--- src/rtl/neoSysPkg.sv ---
package neoSysPkg;

	// Host side byte address and register payload
	typedef logic [15:0] hostAddrT;
	typedef logic [15:0] regDataT;

	// Palette index and color word
	typedef logic [7:0] palIdxT;
	typedef logic [15:0] colorT;

	// Bridge FSM, one transaction at a time
	typedef enum logic [1:0] {
		BR_IDLE,
		BR_WRESP,
		BR_RDWAIT,
		BR_RDRESP
	} bridgeStateT;

	// Address windows, sizes are powers of two
	localparam hostAddrT IO_BASE = 16'h0000;
	localparam hostAddrT IO_SIZE = 16'h0100;
	localparam hostAddrT PAL_BASE = 16'h1000;
	localparam hostAddrT PAL_SIZE = 16'h0400;

	// I/O register byte offsets
	localparam hostAddrT REG_P1IN = 16'h0000;
	localparam hostAddrT REG_DIPSW = 16'h0004;
	localparam hostAddrT REG_P2IN = 16'h0008;
	localparam hostAddrT REG_STATUS = 16'h000C;
	localparam hostAddrT REG_SLOT = 16'h0010;
	localparam hostAddrT REG_LED1 = 16'h0014;
	localparam hostAddrT REG_LED2 = 16'h0018;
	localparam hostAddrT REG_POUT = 16'h001C;
	localparam hostAddrT REG_SYSLATCH = 16'h0020;
	localparam hostAddrT REG_COUNT1 = 16'h0040;
	localparam hostAddrT REG_COUNT2 = 16'h0044;
	localparam hostAddrT REG_LOCK1 = 16'h0048;
	localparam hostAddrT REG_LOCK2 = 16'h004C;

	// Coin counter pulse length in clocks
	localparam int COIN_PULSE_LEN = 16;
	localparam int COIN_CNT_W = $clog2(COIN_PULSE_LEN);
	typedef logic [COIN_CNT_W-1:0] coinCntT;

	// AXI response codes
	localparam logic [1:0] RESP_OKAY = 2'b00;
	localparam logic [1:0] RESP_SLVERR = 2'b10;

endpackage

--- src/rtl/coinDriver.sv ---
`timescale 1ns/1ps

module coinDriver (
	input  logic clk24M,
	input  logic rst,
	input  logic coinWe,
	input  logic [2:0] latchSel,
	input  logic latchData,
	output logic count1,
	output logic count2,
	output logic lock1,
	output logic lock2
);

	neoSysPkg::coinCntT cnt [2];
	logic [1:0] hit;

	// Channel 0 and 1 are the counters, 2 and 3 the lockouts
	assign hit[0] = coinWe && (latchSel == 3'd0);
	assign hit[1] = coinWe && (latchSel == 3'd1);

	// Pulse starts on the strobe itself, counter covers the rest
	assign count1 = hit[0] || (cnt[0] != '0);
	assign count2 = hit[1] || (cnt[1] != '0);

	always_ff @(posedge clk24M) begin
		if (rst) begin
			cnt[0] <= '0;
			cnt[1] <= '0;
			lock1 <= 1'b0;
			lock2 <= 1'b0;
		end else begin
			// Any counter write fires or restarts the pulse
			for (int i = 0; i < 2; i++) begin
				if (hit[i])
					cnt[i] <= neoSysPkg::coinCntT'(neoSysPkg::COIN_PULSE_LEN - 1);
				else if (cnt[i] != '0)
					cnt[i] <= cnt[i] - 1'b1;
			end
			// Lockout levels follow data bit 0
			if (coinWe && (latchSel == 3'd2))
				lock1 <= latchData;
			if (coinWe && (latchSel == 3'd3))
				lock2 <= latchData;
		end
	end

endmodule

--- config.mk ---
export PLATFORM = sky130hd
export DESIGN_NAME = coinDriver
export DESIGN_NICKNAME = d
export VERILOG_FILES = /design/src/rtl/neoSysPkg.sv /design/src/rtl/coinDriver.sv
export SDC_FILE = /design/constraint.sdc
export NUM_CORES = 1
export LEC_CHECK = 0
export BUFFER_PORTS_ARGS = -buffer_cell sky130_fd_sc_hd__buf_4
export CORE_AREA = 2 2 39 41
export CTS_CLUSTER_SIZE = 24
export DETAILED_ROUTE_END_ITERATION = 8
export DIE_AREA = 0 0 41 43
export PLACE_DENSITY = 0.65
export SETUP_SLACK_MARGIN = 0.02
export SLEW_MARGIN = 20
export SYNTH_ARGS = -nofsm -noshare
export SYNTH_HDL_FRONTEND = slang
export SYNTH_SLANG_ARGS = --single-unit
--- constraint.sdc ---
create_clock -name clk24M -period 4.36 [get_ports clk24M]
set_input_delay 0.654 -clock clk24M [delete_from_list [all_inputs] [get_ports clk24M]]
set_output_delay 0.654 -clock clk24M [all_outputs]
set_load 0.02 [all_outputs]
==> flow_metrics.env <==
export IMPL_clockRootBuffer="clkbuf_4"
export IMPL_drtPass1Iterations=4
export IMPL_p_int_mw=0.2768
export IMPL_drive_above_1_share_pct=22.06
export IMPL_grt_ovfl_total=0
export IMPL_wl_per_cell_um=11.75
export IMPL_ys_async_sr_fraction_pct=0
export IMPL_p_sw_share_pct=35.85
export IMPL_power_density_mw_per_mm2=620.2
export IMPL_nets=79
export IMPL_die_area_sq_mm=0.001763
export IMPL_clk_pin_slew_worst_paths_ns=0.06
export IMPL_regArea_sq_um=280.3
export IMPL_cp_required_ns=3.71
export IMPL_grt_pass1_wl_mm=1.759
export IMPL_path_buf_inv=2
export IMPL_nFillCells=145
export IMPL_arrival_ns=1.60
export IMPL_yosysWarnings=0
export IMPL_io_pins=11
export IMPL_synth_flop_cell="edfxtp_1"
export IMPL_hold_buffers=0
export IMPL_relSlewSlack_pct=72.04
export IMPL_crit_family="simple AND/OR/NAND/NOR gates"
export IMPL_fmax_mhz=443.9
export IMPL_ctsResizeCount=0
export IMPL_ant_nets=0
export IMPL_ys_ff_latch=10
export IMPL_final_common_cell="buf_4"
export IMPL_cts_buffer_depth=2
export IMPL_critPathKind="flop to output port"
export IMPL_syn_area_sq_um=581.8
export IMPL_synth_seq_area_share_pct=48.17
export IMPL_die_w_um=41
export IMPL_tightest_slew_ns=0.4185
export IMPL_htreeDepth=1
export IMPL_cts_sinks=10
export IMPL_port_buffers=10
export IMPL_drtIter0Drc=1
export IMPL_vias=435
export IMPL_netlist_instances=56
export IMPL_finalInstanceArea_sq_um=695.7
export IMPL_hpwl_um=738
export IMPL_synth_area_per_cell_sq_um=10.39
export IMPL_max_stage_delay_ns=0.41
export IMPL_placed_area_sq_um=673.1
export IMPL_start_util_pct=42.04
export IMPL_synth_edf_count=8
export IMPL_leakage_nw=0.2838
export IMPL_ys_types=23
export IMPL_grt_usage_pct=14.93
export IMPL_stdcell_count=84
export IMPL_placed_cells_incl_taps=81
export IMPL_grt_pass1_vias=420
export IMPL_rsz0062_at_grt="no"
export IMPL_tns_ns=0
export IMPL_place_congestion=0.7582
export IMPL_via_per_inst=5.179
export IMPL_crit_path_end_kind="output port"
export IMPL_start_kind="flop"
export IMPL_clkPwrFrac_pct=14.1
export IMPL_path_cells="inv_1 -> ha_1 -> nor3b_1 -> nand2_1 -> buf_4"
export IMPL_placementRows=14
export IMPL_fin_skew_ns=0.003455
export IMPL_multi_input_area_sq_um=279.0
export IMPL_core_sq_mm=0.001384
export IMPL_crit_fanout=4
export IMPL_period_minus_slack_ns=2.253
export IMPL_critical_path_slowest_cell="edfxtp_1"
export IMPL_seqPwrFrac_pct=41.4
export IMPL_drc=0
export IMPL_outcome="finished, final reports clean"
export IMPL_combPwrFrac_pct=44.5
export IMPL_tritoncts="built"
export IMPL_post_cts_buffers=0
export IMPL_ir_drop_uv=282.5
export IMPL_hold_viol_final=0
export IMPL_setup_viol=0
export IMPL_drt_total_wl_um=987
export IMPL_finalCritPeriodShare_pct=51.67
export IMPL_drv_cap=0
export IMPL_p_sw_mw=0.1547
export IMPL_grt_start_max_net_pins=11
export IMPL_hp_class="flop to flop"
export IMPL_worstSkewPairLatency_ns=0.26
export IMPL_report_final_slew_viol_count=0
export IMPL_syn_to_final_growth_pct=19.57
export IMPL_diodes=0
export IMPL_final_cell_mix="buf_4, a21oi_1, edfxtp_1, inv_1"
export IMPL_antenna_found_initial=0
export IMPL_syn_nets=65
export IMPL_numCtsBuffers=3
export IMPL_dieHeight_um=43
[power by group through the flow]
| stage | Combinational, mW | Sequential [mW] | Clock [mW] |
|---|---|---|---|
| 2_1_floorplan | 0.145 | 0.175 | 0 |
| 3_3_place_gp | 0.190 | 0.179 | 0 |
| 3_5_place_dp | 0.193 | 0.180 | 0 |
| 4_1_cts | 0.194 | 0.178 | 0.0628 |
| 5_1_grt | 0.220 | 0.183 | 0.0676 |
| 6_report | 0.192 | 0.179 | 0.0607 |
[tightest hold or removal path, stage by stage, from the launching register on]
cell and delay, ns:
dfxtp_1 0.33, mux2i_1 0.07, nor2_1 0.07
[metal layers]
metal,GRT usage [%],vias to the layer above,wire (um)
met5,0,-,0
met4,10.00,0,21
met1,21.16,194,478
met2,19.69,10,443
li1,-,227,-
met3,3.141,4,45
[sequential cells by signal, summed over array words and instances (netlist names)]
| register | count |
|---|---|
| cnt | 8 |
| lock1 | 1 |
| lock2 | 1 |
[final cells by class]
class                   instances  area share [%]
clock buffers                   3           3.237
multi-input cells              40           40.11
well taps                      16           2.878
repair buffers                 10           10.79
flip-flops and latches         10           40.29
inverters                       5           2.698
[Yosys cell counts (all sizes together) (3+ instances only)]
library cell / n / area [sq um]
or2: 3 / 18.77
nor2: 3 / 11.26
o21ai: 3 / 15.01
a21oi: 9 / 45.04
inv: 5 / 18.77
edfxtp: 8 / 240.2
nor3b: 3 / 32.53
[path summary, 6_finish.rpt]
check / slack [ns] / endpoint / cells after the start / start
setup reg to reg: 2.70 / cnt[0][2] / 5 / cnt[0][0]
setup / recovery: 2.11 / count2 / 5 / cnt[1][0]
hold reg to reg: 0.51 / lock2 / 2 / lock2
hold / removal: 0.51 / lock2 / 2 / lock2
[logic make-up (layout without fill, tap and decap cells)]
logic type	Yosys count	in the layout	synth area share, %
adder cells (fa/ha/maj)	2	2	4.300
flip-flops	10	10	48.17
buffers and inverters	6	18	3.871
XOR/XNOR	3	3	4.517
AND/OR/NAND/NOR	19	19	22.37
AO/OA/AOI/OAI	14	14	13.33
multiplexers	2	2	3.441
[stage by stage]
| step | total power [mW] | hold WS (ns) | util (%) | setup WS [ns] |
|---|---|---|---|---|
| after floorplan | 0.3204 | 0.5718 | - | 2.312 |
| after global placement | 0.3692 | 0.4818 | 48.64 | 2.233 |
| after detailed placement | 0.3726 | 0.4924 | 48.64 | 2.218 |
| after CTS | 0.4349 | 0.5158 | 50.27 | 2.089 |
| after global routing | 0.4709 | 0.5714 | 50.27 | 1.891 |
| final | 0.4315 | 0.5082 | 50.27 | 2.107 |
(Power assumes the default switching activity.)
