$ cat src/rtl/neoSysPkg.sv
package neoSysPkg;

	// Host side byte address and register payload
	typedef logic [15:0] hostAddrT;
	typedef logic [15:0] regDataT;

	// Palette index and color word
	typedef logic [7:0] palIdxT;
	typedef logic [15:0] colorT;

	// Bridge FSM, one transaction at a time
	typedef enum logic [1:0] {
		BR_IDLE,
		BR_WRESP,
		BR_RDWAIT,
		BR_RDRESP
	} bridgeStateT;

	// Address windows, sizes are powers of two
	localparam hostAddrT IO_BASE = 16'h0000;
	localparam hostAddrT IO_SIZE = 16'h0100;
	localparam hostAddrT PAL_BASE = 16'h1000;
	localparam hostAddrT PAL_SIZE = 16'h0400;

	// I/O register byte offsets
	localparam hostAddrT REG_P1IN = 16'h0000;
	localparam hostAddrT REG_DIPSW = 16'h0004;
	localparam hostAddrT REG_P2IN = 16'h0008;
	localparam hostAddrT REG_STATUS = 16'h000C;
	localparam hostAddrT REG_SLOT = 16'h0010;
	localparam hostAddrT REG_LED1 = 16'h0014;
	localparam hostAddrT REG_LED2 = 16'h0018;
	localparam hostAddrT REG_POUT = 16'h001C;
	localparam hostAddrT REG_SYSLATCH = 16'h0020;
	localparam hostAddrT REG_COUNT1 = 16'h0040;
	localparam hostAddrT REG_COUNT2 = 16'h0044;
	localparam hostAddrT REG_LOCK1 = 16'h0048;
	localparam hostAddrT REG_LOCK2 = 16'h004C;

	// Coin counter pulse length in clocks
	localparam int COIN_PULSE_LEN = 16;
	localparam int COIN_CNT_W = $clog2(COIN_PULSE_LEN);
	typedef logic [COIN_CNT_W-1:0] coinCntT;

	// AXI response codes
	localparam logic [1:0] RESP_OKAY = 2'b00;
	localparam logic [1:0] RESP_SLVERR = 2'b10;

endpackage

$ cat src/rtl/ioRegisters.sv
`timescale 1ns/1ps

module ioRegisters (
	input  logic clk24M,
	input  logic rst,
	input  logic [7:0] regAddr,
	input  neoSysPkg::regDataT regWdata,
	input  logic ioWe,
	input  logic ioRe,
	input  logic [9:0] p1In,
	input  logic [9:0] p2In,
	input  logic [7:0] dipSw,
	input  logic [7:0] statusBits,
	output neoSysPkg::regDataT ioRdata,
	output logic [2:0] slot,
	output logic [7:0] led1,
	output logic [7:0] led2,
	output logic [2:0] p1Out,
	output logic [2:0] p2Out,
	output logic latchWe,
	output logic coinWe,
	output logic [2:0] latchSel,
	output logic latchData
);

	logic offLatch;
	logic offCoin;

	// Eight system latch words, four coin words
	assign offLatch = regAddr[7:3] == neoSysPkg::REG_SYSLATCH[9:5];
	assign offCoin = regAddr[7:2] == neoSysPkg::REG_COUNT1[9:4];

	// Forwarded writes, select from low word bits
	assign latchWe = ioWe && offLatch;
	assign coinWe = ioWe && offCoin;
	assign latchSel = regAddr[2:0];
	assign latchData = regWdata[0];

	// Readback only while the read strobe is up
	always_comb begin
		ioRdata = '0;
		if (ioRe) begin
			case (regAddr)
				neoSysPkg::REG_P1IN[9:2]: ioRdata = {6'b0, p1In};
				neoSysPkg::REG_DIPSW[9:2]: ioRdata = {8'b0, dipSw};
				neoSysPkg::REG_P2IN[9:2]: ioRdata = {6'b0, p2In};
				neoSysPkg::REG_STATUS[9:2]: ioRdata = {8'b0, statusBits};
				// Write-only and unused offsets
				default: ioRdata = '0;
			endcase
		end
	end

	// Output latches, write only
	always_ff @(posedge clk24M) begin
		if (rst) begin
			slot <= '0;
			led1 <= '0;
			led2 <= '0;
			p1Out <= '0;
			p2Out <= '0;
		end else if (ioWe) begin
			case (regAddr)
				neoSysPkg::REG_SLOT[9:2]: slot <= regWdata[2:0];
				neoSysPkg::REG_LED1[9:2]: led1 <= regWdata[7:0];
				neoSysPkg::REG_LED2[9:2]: led2 <= regWdata[7:0];
				// P1 in low three bits, P2 just above
				neoSysPkg::REG_POUT[9:2]: begin
					p1Out <= regWdata[2:0];
					p2Out <= regWdata[5:3];
				end
				default: ;
			endcase
		end
	end

endmodule

$ cat config.mk
export PLATFORM = sky130hd
export DESIGN_NAME = ioRegisters
export DESIGN_NICKNAME = d
export VERILOG_FILES = /design/src/rtl/neoSysPkg.sv /design/src/rtl/ioRegisters.sv
export SDC_FILE = /design/constraint.sdc
export NUM_CORES = 1
export LEC_CHECK = 0
export BUFFER_PORTS_ARGS = -buffer_cell sky130_fd_sc_hd__buf_2
export CAP_MARGIN = 10
export CORE_MARGIN = 1
export CORE_UTILIZATION = 41
export CTS_BUF_LIST = sky130_fd_sc_hd__clkbuf_2 sky130_fd_sc_hd__clkbuf_4 sky130_fd_sc_hd__clkbuf_8
export CTS_CLUSTER_SIZE = 14
export DETAILED_ROUTE_END_ITERATION = 10
export GPL_TIMING_DRIVEN = 1
export PLACE_DENSITY = 0.78
export SLEW_MARGIN = 10
export SYNTH_ARGS = -nofsm -noshare
export SYNTH_HDL_FRONTEND = slang
export SYNTH_SLANG_ARGS = --single-unit
$ cat constraint.sdc
create_clock -name clk24M -period 1.7 [get_ports clk24M]
set_input_delay 0.255 -clock clk24M [delete_from_list [all_inputs] [get_ports clk24M]]
set_output_delay 0.255 -clock clk24M [all_outputs]
set_load 0.03 [all_outputs]
==> results.md <==
Power:
- The leakage power figure is ~0.0011 uW.
- The worst-case vdd ir drop is ~370 uV.
- The design draws ~1000 uW.
- The power density over the cells is ~530 mW/mm2.

STA:
- The post-route fraction of the period consumed by the critical path is 0.934.
- The total count of hold-check failures in the final report is 0.
- The worst clock skew is 0 ns.
- Across all setup checks in the final design, the least slack found is 0.113 ns.
- Setup repair after global routing left no endpoint under its margin.
- The smallest clock period supported by the final layout is computed as around 1.6 ns.
- The count of pins over their slew limit is 0.
- Setup violations remaining at the end of the flow were counted as 0.
- The achievable frequency is ~0.63 GHz.

Logic synthesis:
- The post-synthesis instance area is ~0.0015 mm2.
- The most common flop cell mapped by yosys is sky130_fd_sc_hd__dfxtp_1.
- Yosys printed 0 warnings.
- Of the synthesized area, sequential elements account for 0.340.
- The cell count after synthesis is 133.
- The proportion of synthesized flip-flops having asynchronous set or reset is 0.
- The number of distinct standard cells referenced by the synthesized netlist is 22.
- The number of enable flip-flop cells after synthesis is 0.
- After synthesis the netlist holds a flip-flop and latch count of 25.
- The average instance area after synthesis is around 11 um2.

Layout:
- The library cells used most frequently in the layout, excluding fill and tap cells, are sky130_fd_sc_hd__buf_2, sky130_fd_sc_hd__nand2b_1, sky130_fd_sc_hd__mux2i_1, sky130_fd_sc_hd__dfxtp_1, sky130_fd_sc_hd__nor2b_1.
- Leaving out fill and tap cells, the most frequent cell in the layout is sky130_fd_sc_hd__buf_2.
- The number of fill cells is 311.
- 0 antenna diodes ended up in the layout.
- The net count reported at finish is between 200 and 300.
- The share of cells above drive strength 1 is 0.500.
- The area growth from synthesis to layout is 32.9%.

Routing:
- The detail route stage leaves a number of antenna-violating nets equal to 0.
- The overall via count from detail_route is about 1300.
- The overall routed net length is between 3000 and 4000 um.
- Before antenna repair, the detailed router went through 4 iterations.
- The total DRC errors in the routed layout is 0.
- The average wire length per cell after detail routing is approximately 12 um.
- The detailed router finished its first iteration with 27 violations.
- After detailed routing, the number of vias per cell comes to ~4.8.

Setup path:
- STA classifies the critical path startpoint as a primary input.
- For the worst setup path, the data required time is 1.44 ns.
- Data arrives at the worst endpoint at between 1 and 1.5 ns.
- The maximum fanout encountered on the critical timing path is 12.
- The endpoint kind of the worst setup timing path is a primary output.
- The type of the worst setup path is primary input to primary output.

Global route:
- The total global-route track usage is 0.164.
- The total overflow left after global routing is 0.
- Entering global routing, the biggest net connects 34 pins.
- The first global-routing pass estimated roughly 4600 um of wire.
- The number of antenna violations at the first check in global routing is 0.
- The number of global-route vias before repair is about 1100.

Clock network:
- In this run the number of H-tree levels came out at 1.
- The number of buffers between clock root and the deepest sink is 2.
- For the worst-skew pair, the clock arrives at the later sink with an insertion delay of about 0.31 ns.
- TritonCTS built the clock tree.
- The CTS buffer count is 3.
- The clock drives 25 sinks.
- After clock tree synthesis, the clock-pin slew on the worst setup and hold paths is 0.13 ns.
- The buffer count from post-CTS setup fixing is 0.
- In this run the clock root is driven by a sky130_fd_sc_hd__clkbuf_4.

Die:
- The total area inside the core boundary comes to 0.00339 mm2.
- The horizontal extent of the die is about 62 um.
- The initial utilization of the core area, before any placement, comes to 0.435.
- In this run the vertical extent of the chip is a little over 60 um.
- In this run the core area contains 21 standard-cell rows.
- The top-level I/O count is between 100 and 150.
- The floorplan step defined a die boundary enclosing between 0.003 and 0.004 mm2.

Min path:
- In this run the worst hold path is classified as primary input to flop.

Placement:
- Port buffering added 96 buffers.
- The congestion estimate from routability-driven global placement came to around 0.67.
- The worst-case setup slack after placement is -0.0116 ns.
- The HPWL after detailed placement is about 2600 um.

Run status:
- The flow ran to the end, and the final reports show no timing, DRC or antenna violations.

Flow run:
- The number of violations of the max-capacitance limit is 0.
## flip-flops by register name (all words and copies together) (netlist names)
register / cells
p2Out: 3
p1Out: 3
led2: 8
led1: 8
slot: 3
## cells in the mapped netlist, types with 2 or more instances
cell type | instances | share of area
sky130_fd_sc_hd__nor2_1 | 2 | 0.0051
sky130_fd_sc_hd__buf_2 | 3 | 0.010
sky130_fd_sc_hd__dfxtp_1 | 25 | 0.34
sky130_fd_sc_hd__mux4_1 | 4 | 0.071
sky130_fd_sc_hd__buf_4 | 10 | 0.051
sky130_fd_sc_hd__nand2b_1 | 33 | 0.14
sky130_fd_sc_hd__nor2b_1 | 8 | 0.034
sky130_fd_sc_hd__mux4_2 | 4 | 0.061
sky130_fd_sc_hd__nand4b_1 | 2 | 0.012
sky130_fd_sc_hd__clkbuf_1 | 3 | 0.0076
sky130_fd_sc_hd__nor3_1 | 2 | 0.0068
sky130_fd_sc_hd__mux2i_1 | 27 | 0.18
## cell families (layout without fill, tap and decap cells)
family,after synthesis,in the layout,share of synthesized area
muxes,35,35,0.316
buffers and inverters,18,104,0.0900
other,1,6,0.00254
DFF,25,25,0.340
and+or+nand+nor,54,54,0.252
## through the flow
stage          area, um2  hold slack, ns   util  instances  TNS, ns
6_report            1960           0.214  0.578        270        0
5_1_grt             1960           0.206  0.578        270        0
3_3_place_gp        1930           0.460  0.569        266  -0.0130
3_5_place_dp        1930           0.467  0.569        266  -0.0192
2_1_floorplan       1490           0.430      -        138   -0.139
4_1_cts             1960           0.201  0.578        270        0
## path summary, 6_finish.rpt
path | startpoint | end | slack, ns | depth (start not counted)
hold / removal | regWdata[6] | led1[6] | 0.21 | 3
setup / recovery | regAddr[0] | ioRdata[1] | 0.11 | 4
hold reg to reg | led2[3] | led2[3] | 0.48 | 2
setup reg to reg | slot[0] | slot[0] | 1.09 | 2
## worst max-delay path, cell delays in order
cell and delay, ns:
sky130_fd_sc_hd__buf_4 0.19, sky130_fd_sc_hd__mux4_1 0.57, sky130_fd_sc_hd__nor2b_1 0.14, sky130_fd_sc_hd__buf_2 0.18
## report_power, final
group / total [uW] / internal [uW] / switching [uW]
logic: 200 / 107 / 93.1
clock network: 254 / 87.8 / 166
registers: 587 / 587 / 0.343
## cell type report
type	instances	area, um2	share of cell area
clock inverter	1	5.00	0.00256
sequential	25	500	0.256
multi-input combinational	95	860	0.439
timing repair buffer	100	513	0.262
clock buffer	3	22.5	0.0115
tap	46	57.6	0.0294
## layer usage
metal  GRT usage  wire [um]
met2       0.309       1630
met5           0          0
met4      0.0571         19
met1       0.180       1280
met3      0.0352        263
## what timing repair did
| item | 4_1_cts | 5_1_grt |
|---|---|---|
| hold buffers | 0 | 0 |
| gates resized for setup | 1 | 0 |
| endpoints found under the setup margin | 1 | 0 |
Power figures use the tool's default switching activity.
