### config.mk
export PLATFORM = sky130hd
export DESIGN_NAME = hostBridge
export DESIGN_NICKNAME = d
export VERILOG_FILES = /design/src/rtl/neoSysPkg.sv /design/src/rtl/hostBridge.sv
export SDC_FILE = /design/constraint.sdc
export NUM_CORES = 1
export LEC_CHECK = 0
export BUFFER_PORTS_ARGS = -buffer_cell sky130_fd_sc_hd__buf_2
export CORE_MARGIN = 1
export CORE_UTILIZATION = 39
export DETAILED_ROUTE_END_ITERATION = 12
export PLACE_DENSITY = 0.88
export SKIP_LAST_GASP = 1
export SYNTH_ARGS = -nofsm -noshare
export SYNTH_HDL_FRONTEND = slang
export SYNTH_SLANG_ARGS = --single-unit
### constraint.sdc
create_clock -name clk24M -period 1.8 [get_ports clk24M]
set_input_delay 0.36 -clock clk24M [delete_from_list [all_inputs] [get_ports clk24M]]
set_output_delay 0.36 -clock clk24M [all_outputs]
set_load 0.02 [all_outputs]
### src/rtl/neoSysPkg.sv
package neoSysPkg;

	// Host side byte address and register payload
	typedef logic [15:0] hostAddrT;
	typedef logic [15:0] regDataT;

	// Palette index and color word
	typedef logic [7:0] palIdxT;
	typedef logic [15:0] colorT;

	// Bridge FSM, one transaction at a time
	typedef enum logic [1:0] {
		BR_IDLE,
		BR_WRESP,
		BR_RDWAIT,
		BR_RDRESP
	} bridgeStateT;

	// Address windows, sizes are powers of two
	localparam hostAddrT IO_BASE = 16'h0000;
	localparam hostAddrT IO_SIZE = 16'h0100;
	localparam hostAddrT PAL_BASE = 16'h1000;
	localparam hostAddrT PAL_SIZE = 16'h0400;

	// I/O register byte offsets
	localparam hostAddrT REG_P1IN = 16'h0000;
	localparam hostAddrT REG_DIPSW = 16'h0004;
	localparam hostAddrT REG_P2IN = 16'h0008;
	localparam hostAddrT REG_STATUS = 16'h000C;
	localparam hostAddrT REG_SLOT = 16'h0010;
	localparam hostAddrT REG_LED1 = 16'h0014;
	localparam hostAddrT REG_LED2 = 16'h0018;
	localparam hostAddrT REG_POUT = 16'h001C;
	localparam hostAddrT REG_SYSLATCH = 16'h0020;
	localparam hostAddrT REG_COUNT1 = 16'h0040;
	localparam hostAddrT REG_COUNT2 = 16'h0044;
	localparam hostAddrT REG_LOCK1 = 16'h0048;
	localparam hostAddrT REG_LOCK2 = 16'h004C;

	// Coin counter pulse length in clocks
	localparam int COIN_PULSE_LEN = 16;
	localparam int COIN_CNT_W = $clog2(COIN_PULSE_LEN);
	typedef logic [COIN_CNT_W-1:0] coinCntT;

	// AXI response codes
	localparam logic [1:0] RESP_OKAY = 2'b00;
	localparam logic [1:0] RESP_SLVERR = 2'b10;

endpackage

### src/rtl/hostBridge.sv
`timescale 1ns/1ps

module hostBridge (
	input  logic clk24M,
	input  logic rst,
	input  neoSysPkg::hostAddrT awaddr,
	input  logic awvalid,
	output logic awready,
	input  logic [31:0] wdata,
	input  logic wvalid,
	output logic wready,
	output logic [1:0] bresp,
	output logic bvalid,
	input  logic bready,
	input  neoSysPkg::hostAddrT araddr,
	input  logic arvalid,
	output logic arready,
	output logic [31:0] rdata,
	output logic [1:0] rresp,
	output logic rvalid,
	input  logic rready,
	output logic [7:0] regAddr,
	output neoSysPkg::regDataT regWdata,
	output logic ioWe,
	output logic ioRe,
	output logic palWe,
	output logic palRe,
	input  neoSysPkg::regDataT ioRdata,
	input  neoSysPkg::regDataT palRdata
);

	neoSysPkg::bridgeStateT state;
	logic wrFire;
	logic rdFire;
	logic wrIo;
	logic wrPal;
	logic rdIo;
	logic rdPal;
	// Window of the read in flight
	logic rdIsIo;
	logic rdIsPal;
	neoSysPkg::regDataT ioHold;

	// True when address falls in an aligned window
	function automatic logic inWindow(neoSysPkg::hostAddrT a, neoSysPkg::hostAddrT base,
			neoSysPkg::hostAddrT size);
		return (a & ~(size - 16'd1)) == base;
	endfunction

	assign wrIo = inWindow(awaddr, neoSysPkg::IO_BASE, neoSysPkg::IO_SIZE);
	assign wrPal = inWindow(awaddr, neoSysPkg::PAL_BASE, neoSysPkg::PAL_SIZE);
	assign rdIo = inWindow(araddr, neoSysPkg::IO_BASE, neoSysPkg::IO_SIZE);
	assign rdPal = inWindow(araddr, neoSysPkg::PAL_BASE, neoSysPkg::PAL_SIZE);

	// AW and W taken together, writes win over reads
	assign awready = state == neoSysPkg::BR_IDLE;
	assign wready = state == neoSysPkg::BR_IDLE;
	assign arready = (state == neoSysPkg::BR_IDLE) && !(awvalid && wvalid);
	assign wrFire = awvalid && wvalid && awready;
	assign rdFire = arvalid && arready;

	always_ff @(posedge clk24M) begin
		if (rst) begin
			state <= neoSysPkg::BR_IDLE;
			bvalid <= 1'b0;
			rvalid <= 1'b0;
			bresp <= neoSysPkg::RESP_OKAY;
			rresp <= neoSysPkg::RESP_OKAY;
			ioWe <= 1'b0;
			ioRe <= 1'b0;
			palWe <= 1'b0;
			palRe <= 1'b0;
			rdIsIo <= 1'b0;
			rdIsPal <= 1'b0;
		end else begin
			// Strobes last a single cycle
			ioWe <= 1'b0;
			ioRe <= 1'b0;
			palWe <= 1'b0;
			palRe <= 1'b0;
			case (state)
				neoSysPkg::BR_IDLE: begin
					if (wrFire) begin
						// Unmapped gets no strobe, only an error
						ioWe <= wrIo;
						palWe <= wrPal;
						bresp <= (wrIo || wrPal) ? neoSysPkg::RESP_OKAY : neoSysPkg::RESP_SLVERR;
						bvalid <= 1'b1;
						state <= neoSysPkg::BR_WRESP;
					end else if (rdFire) begin
						ioRe <= rdIo;
						palRe <= rdPal;
						rdIsIo <= rdIo;
						rdIsPal <= rdPal;
						rresp <= (rdIo || rdPal) ? neoSysPkg::RESP_OKAY : neoSysPkg::RESP_SLVERR;
						state <= neoSysPkg::BR_RDWAIT;
					end
				end
				neoSysPkg::BR_WRESP: begin
					if (bready) begin
						bvalid <= 1'b0;
						state <= neoSysPkg::BR_IDLE;
					end
				end
				// Palette data lands at the end of this cycle
				neoSysPkg::BR_RDWAIT: begin
					rvalid <= 1'b1;
					state <= neoSysPkg::BR_RDRESP;
				end
				neoSysPkg::BR_RDRESP: begin
					if (rready) begin
						rvalid <= 1'b0;
						state <= neoSysPkg::BR_IDLE;
					end
				end
			endcase
		end
	end

	// Register bus address and data, word offset in window
	always_ff @(posedge clk24M) begin
		if (wrFire) begin
			regAddr <= awaddr[9:2];
			regWdata <= wdata[15:0];
		end else if (rdFire) begin
			regAddr <= araddr[9:2];
		end
		// I/O readback is combinational, hold it for the response
		if (state == neoSysPkg::BR_RDWAIT)
			ioHold <= ioRdata;
	end

	// Upper half of the data bus always zero
	assign rdata = {16'h0000, rdIsPal ? palRdata : (rdIsIo ? ioHold : 16'h0000)};

endmodule

==> impl_metrics.toml <==
[worst_setup_path]
timing.critical_path.buf_inv = 2
critical-path-max-stage-delay_ns = 0.33
path_max_fanout = 16
crit_type = "register to primary output"
crit_required_ns = 1.44
critical_path.slowest_cell = "dfxtp_1"
cpLargestDelayFamily = "buffers and inverters"
cp_cell_instances = "nor2b_1, buf_4, a22o_1, buf_2"
arrival_ns = 1.29
end_kind = "primary output"
critical_path_source_type = "register"

[sta]
clock-skew-final_ns = 0.00626
final-hold-violation-count = 0
drv_slew = 0
setup_tns_ns = 0
period_share = 0.917
layout_min_cycle_time_ns = 1.65
postLayoutSetupSlackWorst_ns = 0.150
clock.fmax_ghz = 0.606
rsz_0062_raised_after_global_routing = "false"
final-setup-viol-count = 0

[layout]
fillers = 469
final_net_count = 406
syn_to_final_growth_pct = 36.5
fin_util = 0.567
drive_gt1_frac = 0.513
diodes = 0

[logic_synthesis]
synth.top_cells.by_area = "edfxtp_1 55%, dfxtp_1 11%, buf_4 6.9%, a22o_1 6.4%, nand2_1 4.7%"
synth-main-ff-cell = "edfxtp_1"
syn_inst = 165
netlist.top_cell.by_area = "edfxtp_1"
syn_avg_cell_area_um2 = 13.2
yosys_warnings = 0
synth_top_area_frac = 0.552
synth_enable_flop_cells = 40
ys_seq_elements = 52
synth_sequential_area_ratio = 0.663
asyncSetResetFlopFracSynth = 0
syn-cell-area_um2 = 2170
synth.distinct_cells = 34

[floorplan]
floorplan.die.width_um = 76.7
rows = 26
start_util = 0.415
core_um2 = 5240
fp.dieH_um = 76.7
die_outline_area_um2 = 5880
design.portCount = 172

[pwr]
power.share.clock = 0.255
power.share.switching = 0.277
p_total_w = 0.00280
leakagePower_nw = 1.40
power.density_nw_per_um2 = 941
power.internal_w = 0.00202
power.sequential.fraction = 0.538
netsw_w = 0.000773
peakVddDrop_mv = 0.563
power_frac_comb = 0.206

[route]
drc = 0
postRouteWirelength_um = 5150
detailed_route_via_count = 1689
avgViaCountPerCell = 4.52
post_drt_wl_per_cell_um = 13.8
detailedRoute.firstIterationViolations = 64
final_antenna_net_count = 0
dr.pass1.iters = 4

[outcome]
outcome = "finished, final reports clean"

[placement]
total_half_perimeter_wirelength_after_legalization_and_detailed_placement_um = 4090
place_worst_setup_slack_ns = 0.0617
gpl.final_weighted_congestion = 0.770
port-buffer-count = 133

[cts]
insertion_delay_ns = 0.30
clock-sinks = 52
cts_tree = "built"
cts_inserted_buffers = 5
cts_post_setup_buffers_inserted = 0
h-tree-depth = 2
clock_path_buffers = 2
post_cts.resized_instances = 0
clkTransAtPathRegs_ns = 0.09
cts_hold_repair.buffers = 0
cts_root_buf = "clkbuf_8"

[hold_path]
worstHoldPathType = "input pin to register"

[grt]
grt_remaining_overflow = 0
first_pass_grt_wire_length_um = 7940
via_count_of_the_first_global_routing_pass = 1665
grt_max_degree = 24
grt_util_all_layers = 0.176
antenna_found_initial = 0

[flow_run]
cap_viol_max_count = 0
[layer usage]
| metal | vias up | routed length, um | GRT usage |
|---|---|---|---|
| li1 | 836 | - | - |
| met1 | 773 | 2020 | 0.192 |
| met2 | 72 | 2790 | 0.325 |
| met3 | 8 | 240 | 0.0417 |
| met4 | 0 | 97 | 0.0673 |
| met5 | - | 0 | 0 |
[power groups by stage]
stage	Clock (W)	Combinational, W	Sequential, W
floorplan	0	0.000280	0.00162
global placement	0	0.000561	0.00153
detailed placement	0	0.000578	0.00153
CTS	0.000738	0.000580	0.00151
global route	0.000777	0.000624	0.00152
finish	0.000714	0.000577	0.00150
[layout make-up]
type,instances,area (um^2),area share
well taps,70,87.6,0.0295
clock buffers,7,97.6,0.0329
clock inverters,1,5.00,0.00169
repair buffers,140,718,0.242
flip-flops and latches,52,1440,0.485
multi-input cells,98,597,0.201
inverters,6,22.5,0.00759
[worst paths after layout]
path | from | endpoint | slack (ns) | cells past startpoint
max | rdIsIo | rdata[9] | 0.15 | 4
min | ioRdata[11] | ioHold[11] | 0.23 | 1
max reg2reg | state[1] | regAddr[7] | 0.22 | 4
min reg2reg | rdIsIo | rdIsIo | 0.49 | 2
[flip-flops by register name, summed over array words and instances (netlist names), 2 cells and up]
| register | cells |
|---|---|
| state | 2 |
| regAddr | 8 |
| regWdata | 16 |
| ioHold | 16 |
[cell usage in the layout (no fill, tap or decap), drive strengths merged]
| cell | synthesis | layout |
|---|---|---|
| a211o | 1 | 1 |
| a221oi | 1 | 1 |
| nand3b | 1 | 1 |
| o221a | 1 | 1 |
| conb | 1 | 18 |
| o22ai | 2 | 2 |
| nor3b | 1 | 1 |
| nor4b | 1 | 1 |
| and2 | 2 | 2 |
| inv | 6 | 6 |
| a22o | 16 | 16 |
| nor4 | 1 | 1 |
| nor3 | 2 | 2 |
| nor2b | 3 | 3 |
| nand2 | 27 | 27 |
| or2 | 1 | 1 |
| or3 | 1 | 1 |
| nand4 | 1 | 1 |
| o21ai | 2 | 2 |
| dfxtp | 12 | 12 |
| a21oi | 3 | 3 |
| a31oi | 1 | 1 |
| buf | 24 | 140 |
| clkbuf | 2 | 7 |
| nand4bb | 1 | 1 |
| edfxtp | 40 | 40 |
| or4 | 1 | 1 |
| o21bai | 1 | 1 |
| clkinv | 0 | 1 |
| o32ai | 2 | 2 |
| nor2 | 7 | 7 |
[through the flow]
stage | cells | area (um^2) | hold slack [ns]
after global routing | 374 | 2970 | 0.215
after detailed placement | 366 | 2870 | 0.480
after floorplan | 182 | 2240 | 0.431
after CTS | 374 | 2970 | 0.218
after global placement | 366 | 2870 | 0.469
final | 374 | 2970 | 0.232
[cell usage after synthesis, drive strengths merged, types with 2 or more instances]
library cell  count
a21oi             3
a22o             16
and2              2
buf              24
clkbuf            2
dfxtp            12
edfxtp           40
inv               6
nand2            27
nor2              7
nor2b             3
nor3              2
o21ai             2
o22ai             2
o32ai             2
[logic make-up after synthesis]
kind of cell / share of synthesized area
other: 0.00172
AOI/OAI and AO/OA: 0.113
buffers and inverters: 0.0921
DFF: 0.663
and+or+nand+nor: 0.131
(Power assumes the default switching activity.)
