==> src/rtl/sysLatch.sv <==
`timescale 1ns/1ps

module sysLatch (
	input  logic clk24M,
	input  logic rst,
	input  logic latchWe,
	input  logic [2:0] latchSel,
	input  logic latchData,
	output logic [7:0] statusBits,
	output logic shadow,
	output logic vecSel,
	output logic cardWrEn,
	output logic regEn,
	output logic sysRom,
	output logic sramLock,
	output logic palBank
);

	logic [7:0] bits;

	// Address picks the bit, data bit 0 its value
	always_ff @(posedge clk24M) begin
		if (rst)
			bits <= '0;
		else if (latchWe)
			bits[latchSel] <= latchData;
	end

	assign statusBits = bits;

	// Bit map
	assign shadow = bits[0];
	assign vecSel = bits[1];
	// Card writes need both enable bits
	assign cardWrEn = bits[2] & bits[3];
	assign regEn = bits[4];
	assign sysRom = bits[5];
	assign sramLock = bits[6];
	assign palBank = bits[7];

endmodule

==> config.mk <==
export PLATFORM = sky130hd
export DESIGN_NAME = sysLatch
export DESIGN_NICKNAME = d
export VERILOG_FILES = /design/src/rtl/sysLatch.sv
export SDC_FILE = /design/constraint.sdc
export NUM_CORES = 1
export LEC_CHECK = 0
export ABC_AREA = 1
export BUFFER_PORTS_ARGS = -buffer_cell sky130_fd_sc_hd__buf_2
export CORE_AREA = 2 2 39 41
export DETAILED_ROUTE_END_ITERATION = 10
export DIE_AREA = 0 0 41 43
export MAX_ROUTING_LAYER = met4
export PLACE_DENSITY = 0.68
export SLEW_MARGIN = 5
export SYNTH_ARGS = -nofsm -noshare
export SYNTH_HDL_FRONTEND = slang
export SYNTH_SLANG_ARGS = --single-unit
==> constraint.sdc <==
create_clock -name clk24M -period 0.9 [get_ports clk24M]
set_clock_uncertainty 0.15 [all_clocks]
set_input_delay 0.18 -clock clk24M [delete_from_list [all_inputs] [get_ports clk24M]]
set_output_delay 0.18 -clock clk24M [all_outputs]
set_load 0.01 [all_outputs]
==> run_results.csv, run 1 <==
group,metric,value,unit
status,status,"finished with violations",
status,violations,"setup timing",
floorplanning,dieArea,1760,um^2
worst_setup_path,cp.required,0.57,ns
logic_synthesis,syn-cell-area,418,um^2
pwr,peakVddDrop,0.903,mV
min_path,hp-start,"rst",
placement,hpwl,625,um
sta,setup_viol,15,
pwr,combPwrFrac,0.188,
logic_synthesis,yosys_warnings,0,
logic_synthesis,postSynthAreaPerCell,6.74,um^2
cts,clk_path_buf_depth,2,
sta,worstMarginPinSlew,0.241,ns
worst_setup_path,critPathTopFamily,"flip-flops",
floorplanning,fp.dieH,43,um
sta,period_share,1.26,
floorplanning,die_w,41,um
pwr,seq_power_share,0.478,
cts,path_clk_slew,0.05,ns
pwr,p_int,595,uW
cells_and_area,final_common_cell,"buf_6",
min_path,hold_class,"input port to flop",
drt,dr_total_vias,426,
cts,cts_tree,"built",
worst_setup_path,cp_max_fo,3,
pwr,power,799,uW
worst_setup_path,critPathBufInv,2,
placement,io_buffers,21,
worst_setup_path,max_stage_delay,0.32,ns
global_route,globalRouteTotalUtil,0.116,
sta,rsz0062_at_grt,"true",
logic_synthesis,synthCells,62,
global_route,grt_max_degree,9,
cts,cts_hold_repair.buffers,0,
global_route,antenna_found_initial,0,
logic_synthesis,ys_seq_area_frac,0.383,
cts,insertion_delay,0.25,ns
worst_setup_path,cp-start-kind,"flop",
cells_and_area,layout-drive-gt1-share,0.482,
drt,avgRoutedWirePerCell,9.20,um
floorplanning,ios,22,
global_route,grt_pass1_wl,1320,um
logic_synthesis,yosysUniqueCellTypes,10,
worst_setup_path,crit_start,"statusBits[2]",
sta,hold_violations,0,
worst_setup_path,path_class,"flop to output pin",
worst_setup_path,critPathSlowestCell,"dfxtp_2",
pwr,power_density,1260,nW/um^2
cells_and_area,mostFrequentLayoutCells,"13 x buf_6, 12 x nand2_1, 10 x nor2_1, 8 x buf_2, 8 x dfxtp_2",
drt,ant_nets,0,
cells_and_area,final_net_count,92,
job,max_cap_violations,0,
placement,dp_slack,-0.0849,ns
drt,first_pass_iters,4,
worst_setup_path,cp-end-kind,"output pin",
global_route,grt_pass1_vias,326,
pwr,power_frac_clock,0.334,
worst_setup_path,cp_data_arrival_time,0.80,ns
logic_synthesis,ys_ff_latch,8,
worst_setup_path,r2r_start,"statusBits[0]",
sta,fin_ws,-0.230,ns
drt,wirelength,911,um
drt,drc,0,
floorplanning,rows,14,
cts,htreeDepth,1,
global_route,overflow,0,
cts,cts_made_buffers,3,
sta,worst_slew_margin_rel,0.839,
sta,min_period,1.13,ns
cells_and_area,diodes,0,
floorplanning,core_area,1380,um^2
sta,slew_viol_final,0,
placement,globalplace.congestion,0.768,
drt,drt_iter0_markers,9,
cts,cts-root-buf,"clkbuf_4",
drt,vias_per_cell,4.30,
sta,max_freq,885,MHz
pwr,power_switching,204,uW
pwr,power_leakage,0.331,nW
worst_setup_path,path_cells,"buf_4 > buf_6",
cts,cts_num_sinks,8,
pwr,swShare,0.256,
logic_synthesis,synth_nets,69,
cells_and_area,synthToLayoutAreaGrowth,51.8,%
cells_and_area,largest_reg_flops,8,
floorplanning,initial_core_util,0.302,
-- final cells by class --
class,instances,area [um^2]
Fill cell,148,749
Timing Repair Buffer,24,209
Multi-Input combinational cell,40,183
Sequential cell,8,170
Inverter,8,30.0
Clock buffer,3,22.5
Tap cell,16,20.0
-- cells by family (layout without fill, tap and decap cells) --
group | count (synthesis) | count (layout) | synth area share
buffers and inverters | 14 | 35 | 0.180
and+or+nand+nor | 33 | 33 | 0.353
DFF | 8 | 8 | 0.383
AOI/OAI and AO/OA | 7 | 7 | 0.0838
-- path summary, 6_finish.rpt --
path	to	slack [ns]	cells after the start
setup reg to reg	statusBits[0]	0.03	3
setup / recovery	statusBits[2]	-0.23	2
hold reg to reg	statusBits[2]	0.34	2
hold / removal	statusBits[7]	0.13	4
-- routing by layer --
metal,share of wire,track usage
met3,0.048,0.0785
met2,0.47,0.150
met5,0,-
met4,0.0088,0.0400
met1,0.47,0.142
-- what timing repair did --
| action | in CTS | in global routing |
|---|---|---|
| buffers inserted | 2 | 1 |
| setup endpoints to repair | 15 | 15 |
| endpoints found under the hold margin | 0 | 0 |
| gates resized for setup | 20 | 1 |
-- through the flow --
step | TNS, ns | util | cells | cell area [um^2] | hold slack (ns)
4_1_cts | -2.25 | 0.448 | 98 | 621 | 0.111
2_1_floorplan | 0 | - | 62 | 418 | 0.254
6_report | -2.14 | 0.458 | 99 | 634 | 0.128
3_5_place_dp | -0.498 | 0.360 | 93 | 498 | 0.338
5_1_grt | -2.69 | 0.458 | 99 | 634 | 0.145
3_3_place_gp | -0.394 | 0.360 | 93 | 498 | 0.326
-- Yosys cell counts --
master	instances	area, um^2
nand3_1	7	35.0
buf_4	6	45.0
inv_1	7	26.3
inv_2	1	3.75
nor2_2	3	18.8
nor2_4	1	11.3
nand2_1	12	45.0
dfxtp_1	8	160
a21oi_1	7	35.0
nor2_1	10	37.5
-- worst register-to-register path: stages (launching register included) --
cell and delay, ns:
dfxtp_2 0.33, buf_4 0.13, a21oi_1 0.10, nor2_1 0.05
-- power by group through the flow --
stage               clock, mW  combinational, mW  sequential, mW
finish                  0.267              0.150           0.382
global route            0.300              0.166           0.383
CTS                     0.285              0.146           0.382
detailed placement          0              0.121           0.383
global placement            0              0.120           0.382
floorplan                   0             0.0778           0.389
Note: power is estimated with default switching activity, not from simulation.
==> run 2, diff against run 1 <==
- TNS_END_PERCENT: not set -> 30
==> run 2 against run 1 <==
Against the previous run: first-iteration DRC count stayed put; sequential power about the same; fmax is 1.9% higher; routed wire length decreased by 6.0%; critical path type unchanged; hold slack worse by 0.0070 ns; largest power group unchanged; die area unchanged; global-route usage fell by 0.72 points; the run still ends with setup timing left; flip-flop and latch count is the same; cell count fell by 3.0%.
==> run_results.csv, run 2 (synthesis gave the netlist of run 1 again) <==
group,metric,value,unit
status,status,"finished with violations",
status,violations,"setup timing",
global_route,overflow,0,
sta,worstMarginPinSlew,0.242,ns
floorplanning,dieArea,1760,um^2
job,max_cap_violations,0,
worst_setup_path,cp-end-kind,"output pin",
pwr,power_leakage,0.313,nW
sta,hold_violations,0,
placement,globalplace.congestion,0.768,
floorplanning,die_w,41,um
pwr,power_density,1320,nW/um^2
sta,rsz0062_at_grt,"true",
placement,io_buffers,21,
cells_and_area,postLayoutCoreUtil,0.430,
sta,max_freq,902,MHz
worst_setup_path,cp-start-kind,"flop",
sta,fin_ws,-0.209,ns
global_route,gr-max-usage-layer,"met1",
worst_setup_path,max_stage_delay,0.33,ns
floorplanning,ios,22,
pwr,peakVddDrop,0.898,mV
min_path,hold_class,"input port to flop",
cells_and_area,final_common_cell,"nand2_1",
sta,min_period,1.11,ns
drt,drt_iter0_markers,9,
worst_setup_path,cp_max_fo,3,
cts,cts_made_buffers,3,
floorplanning,initial_core_util,0.302,
cells_and_area,final_net_count,89,
drt,dr_total_vias,425,
drt,first_pass_iters,4,
cells_and_area,mostFrequentLayoutCells,"12 x nand2_1, 11 x buf_2, 10 x nor2_1, 10 x buf_6",
placement,hpwl,625,um
drt,ant_nets,0,
sta,setup_viol,15,
sta,worst_slew_margin_rel,0.838,
floorplanning,core_area,1380,um^2
global_route,use_met1,0.135,
worst_setup_path,path_cells,"nand2_1 > inv_1 > buf_2",
worst_setup_path,critPathSlowestCell,"dfxtp_2",
cells_and_area,fillers,154,
drt,drc,0,
cts,cts_num_sinks,8,
cts,clk_path_buf_depth,2,
cts,htreeDepth,1,
placement,dp.cells,93,
global_route,use_met2,0.134,
sta,slew_viol_final,0,
cells_and_area,final_cells,96,
global_route,grt_pass1_vias,296,
cts,cts_tree,"built",
floorplanning,rows,14,
drt,vias_per_cell,4.43,
global_route,grt_pass1_wl,1230,um
cells_and_area,synthToLayoutAreaGrowth,42.5,%
worst_setup_path,cp.required,0.57,ns
cells_and_area,layout-drive-gt1-share,0.463,
cts,insertion_delay,0.25,ns
worst_setup_path,cp_data_arrival_time,0.78,ns
cells_and_area,diodes,0,
global_route,globalRouteTotalUtil,0.109,
cells_and_area,largest_reg_flops,8,
drt,avgRoutedWirePerCell,8.92,um
global_route,antenna_found_initial,0,
floorplanning,fp.dieH,43,um
cts,path_clk_slew,0.05,ns
sta,period_share,1.23,
drt,wirelength,856,um
cts,cts-root-buf,"clkbuf_4",
global_route,grt_use_met3,0.0785,
global_route,grt_max_degree,9,
cts,cts_setup_buffers,0,
worst_setup_path,path_class,"flop to output pin",
run 2: cell count changes in the layout (fill, tap and decap cells not counted), sizes merged:
cell	delta
buf	-3
run 2: report_power, final:
part	total, mW	leakage, nW	internal, mW	switching, mW
logic	0.138	0.231	0.0630	0.0749
clock network	0.268	0.0138	0.152	0.116
registers	0.379	0.0690	0.367	0.0113
run 2: path summary, 6_finish.rpt:
check	startpoint	end	slack (ns)	depth (start not counted)
setup reg to reg	statusBits[3]	statusBits[3]	0.12	2
setup / recovery	statusBits[2]	cardWrEn	-0.21	3
hold / removal	rst	statusBits[4]	0.12	4
hold reg to reg	statusBits[2]	statusBits[2]	0.34	2
run 2: cell type report:
cell class | count | area (um^2) | area share
Timing Repair Buffer | 21 | 168 | 0.282
Tap cell | 16 | 20.0 | 0.0336
Sequential cell | 8 | 173 | 0.290
Inverter | 8 | 30.0 | 0.0504
Clock buffer | 3 | 22.5 | 0.0378
Multi-Input combinational cell | 40 | 183 | 0.307
run 2: worst max-delay path, delay by kind of cell (launching register included):
kind          cells  cell delay [ns]
flops             1             0.33
simple gates      1             0.05
buf+inv           2             0.15
run 2: what timing repair did:
action                                  CTS  global route
cloned                                    0             0
pin swaps                                 0             0
hold buffers                              0             0
endpoints found under the setup margin   15            15
gates resized for setup                  10             9
run 2: through the flow:
stage          TNS [ns]  hold slack, ns  power [mW]  cell area (um^2)  worst slack (ns)
2_1_floorplan         0           0.254       0.466               418            0.0506
3_3_place_gp     -0.394           0.326       0.502               498           -0.0796
3_5_place_dp     -0.498           0.338       0.504               498           -0.0849
4_1_cts           -2.24           0.111       0.788               543            -0.223
5_1_grt           -2.57           0.143       0.834               596            -0.264
6_report          -2.07           0.121       0.785               596            -0.209
run 2: routing by layer:
layer,wire (um),part of all wire,vias to the layer above
met5,0,0,-
met4,9,0.011,0
li1,-,-,223
met2,412,0.48,15
met3,62,0.072,2
met1,372,0.43,185
==> run 3, diff against run 2 <==
- clock period: 0.9 -> 1.1 ns (I/O delays scaled with it)
==> run 3 against run 2 <==
Against the previous run: the run still ends with setup timing left; critical path type unchanged; global-route usage decreased by 0.10 points; sequential share of layout area increased by 2.7 points; critical endpoint unchanged; largest power group unchanged; first-iteration DRC count increased by 11%; register-to-register slack improved by 0.20 ns.
==> run_results.csv, run 3 (synthesis gave the netlist of run 1 again) <==
group,metric,value,unit
drt,vias_per_cell,4.44,
floorplanning,die_w,41,um
floorplanning,rows,14,
cts,clk_path_buf_depth,2,
cells_and_area,diodes,0,
cts,insertion_delay,0.25,ns
worst_setup_path,cp-end-kind,"output pin",
cells_and_area,final_cells,96,
drt,first_pass_iters,4,
drt,dr_total_vias,426,
drt,wirelength,842,um
pwr,power_density,1150,nW/um^2
sta,setup_viol,1,
cells_and_area,postLayoutCoreUtil,0.394,
cells_and_area,layout-drive-gt1-share,0.463,
sta,period_share,1.04,
cells_and_area,final_net_count,89,
drt,avgRoutedWirePerCell,8.77,um
placement,dp.cells,93,
placement,dp_slack,0.0751,ns
floorplanning,ios,22,
min_path,hold_class,"input port to flop",
cts,htreeDepth,1,
cells_and_area,mostFrequentLayoutCells,"19 x buf_2, 12 x nand2_1, 10 x nor2_1",
global_route,antenna_found_initial,0,
floorplanning,core_area,1380,um^2
drt,drt_iter0_markers,10,
cts,cts_tree,"built",
pwr,power_leakage,0.308,nW
placement,hpwl,625,um
sta,max_freq,871,MHz
global_route,globalRouteTotalUtil,0.108,
drt,ant_nets,0,
floorplanning,fp.dieH,43,um
cells_and_area,final_common_cell,"buf_2",
floorplanning,dieArea,1760,um^2
sta,worst_slew_margin_rel,0.840,
placement,io_buffers,21,
worst_setup_path,cp_data_arrival_time,0.78,ns
sta,fin_ws,-0.0488,ns
cts,cts_num_sinks,8,
global_route,grt_pass1_vias,290,
global_route,grt_max_degree,9,
placement,placed_cell_area,498,um^2
sta,slew_viol_final,0,
cells_and_area,fillers,159,
cells_and_area,synthToLayoutAreaGrowth,30.5,%
status,violations,"setup timing",
worst_setup_path,max_stage_delay,0.33,ns
cells_and_area,largest_reg_flops,8,
worst_setup_path,cp_max_fo,3,
sta,rsz0062_at_grt,"true",
cells_and_area,multi_input_area,183,um^2
cts,cts-root-buf,"clkbuf_4",
worst_setup_path,critPathSlowestCell,"dfxtp_2",
sta,min_period,1.15,ns
worst_setup_path,path_cells,"nand2_1 > inv_1 > buf_2",
cells_and_area,ff_latch_area,173,um^2
worst_setup_path,cp.required,0.73,ns
cts,path_clk_slew,0.05,ns
worst_setup_path,cp-start-kind,"flop",
cells_and_area,final_cell_area,546,um^2
global_route,overflow,0,
status,status,"finished with violations",
job,max_cap_violations,0,
floorplanning,initial_core_util,0.302,
worst_setup_path,path_class,"flop to output pin",
sta,hold_violations,0,
pwr,peakVddDrop,0.734,mV
sta,worstMarginPinSlew,0.239,ns
global_route,grt_pass1_wl,1210,um
cts,cts_made_buffers,3,
pwr,power,630,uW
drt,drc,0,
placement,globalplace.congestion,0.768,
## run 3: cell types whose count changed in the layout (fill, tap and decap cells not counted)
cell / before / now
buf_2: 11 / 19
buf_6: 10 / 2
## run 3: per-stage QoR
step	TNS, ns	hold WS (ns)
finish	-0.0488	0.159
global route	-0.179	0.183
global placement	0	0.326
CTS	-0.0635	0.151
floorplan	0	0.294
detailed placement	0	0.338
## run 3: power by group
group	internal, mW	switching [mW]	total (mW)	leakage (nW)
sequential	0.301	0.00695	0.307	0.0690
clock	0.125	0.0956	0.220	0.0138
combinational	0.0407	0.0611	0.102	0.225
total	0.466	0.164	0.630	0.308
## run 3: worst max-delay path: cells and delay by family (launching register included)
family | cells | cell delay [ns]
buf+inv | 2 | 0.15
flops | 1 | 0.33
simple gates | 1 | 0.05
## run 3: layout make-up
class                           count  area share
Tap cell                           16      0.0367
Sequential cell                     8       0.317
Inverter                            8      0.0550
Clock buffer                        3      0.0413
Timing Repair Buffer               21       0.216
Multi-Input combinational cell     40       0.335
## run 3: routing by layer
layer / track usage / wire (um)
met3: 0.0785 / 60
met1: 0.132 / 380
met4: 0.0400 / 9
met5: - / 0
met2: 0.134 / 391
## run 3: repair_timing
action	4_1_cts	5_1_grt
setup buffers	0	0
hold endpoints to repair	0	0
gates cloned	0	0
hold buffers	0	0
endpoints found under the setup margin	15	12
gates resized for setup	8	3
pin swaps	0	0
## run 3: final timing paths
check	from	endpoint	slack [ns]	cells after the start
setup reg to reg	statusBits[3]	statusBits[3]	0.32	2
hold reg to reg	statusBits[4]	statusBits[4]	0.33	2
hold / removal	rst	statusBits[4]	0.16	4
setup / recovery	statusBits[2]	cardWrEn	-0.05	3
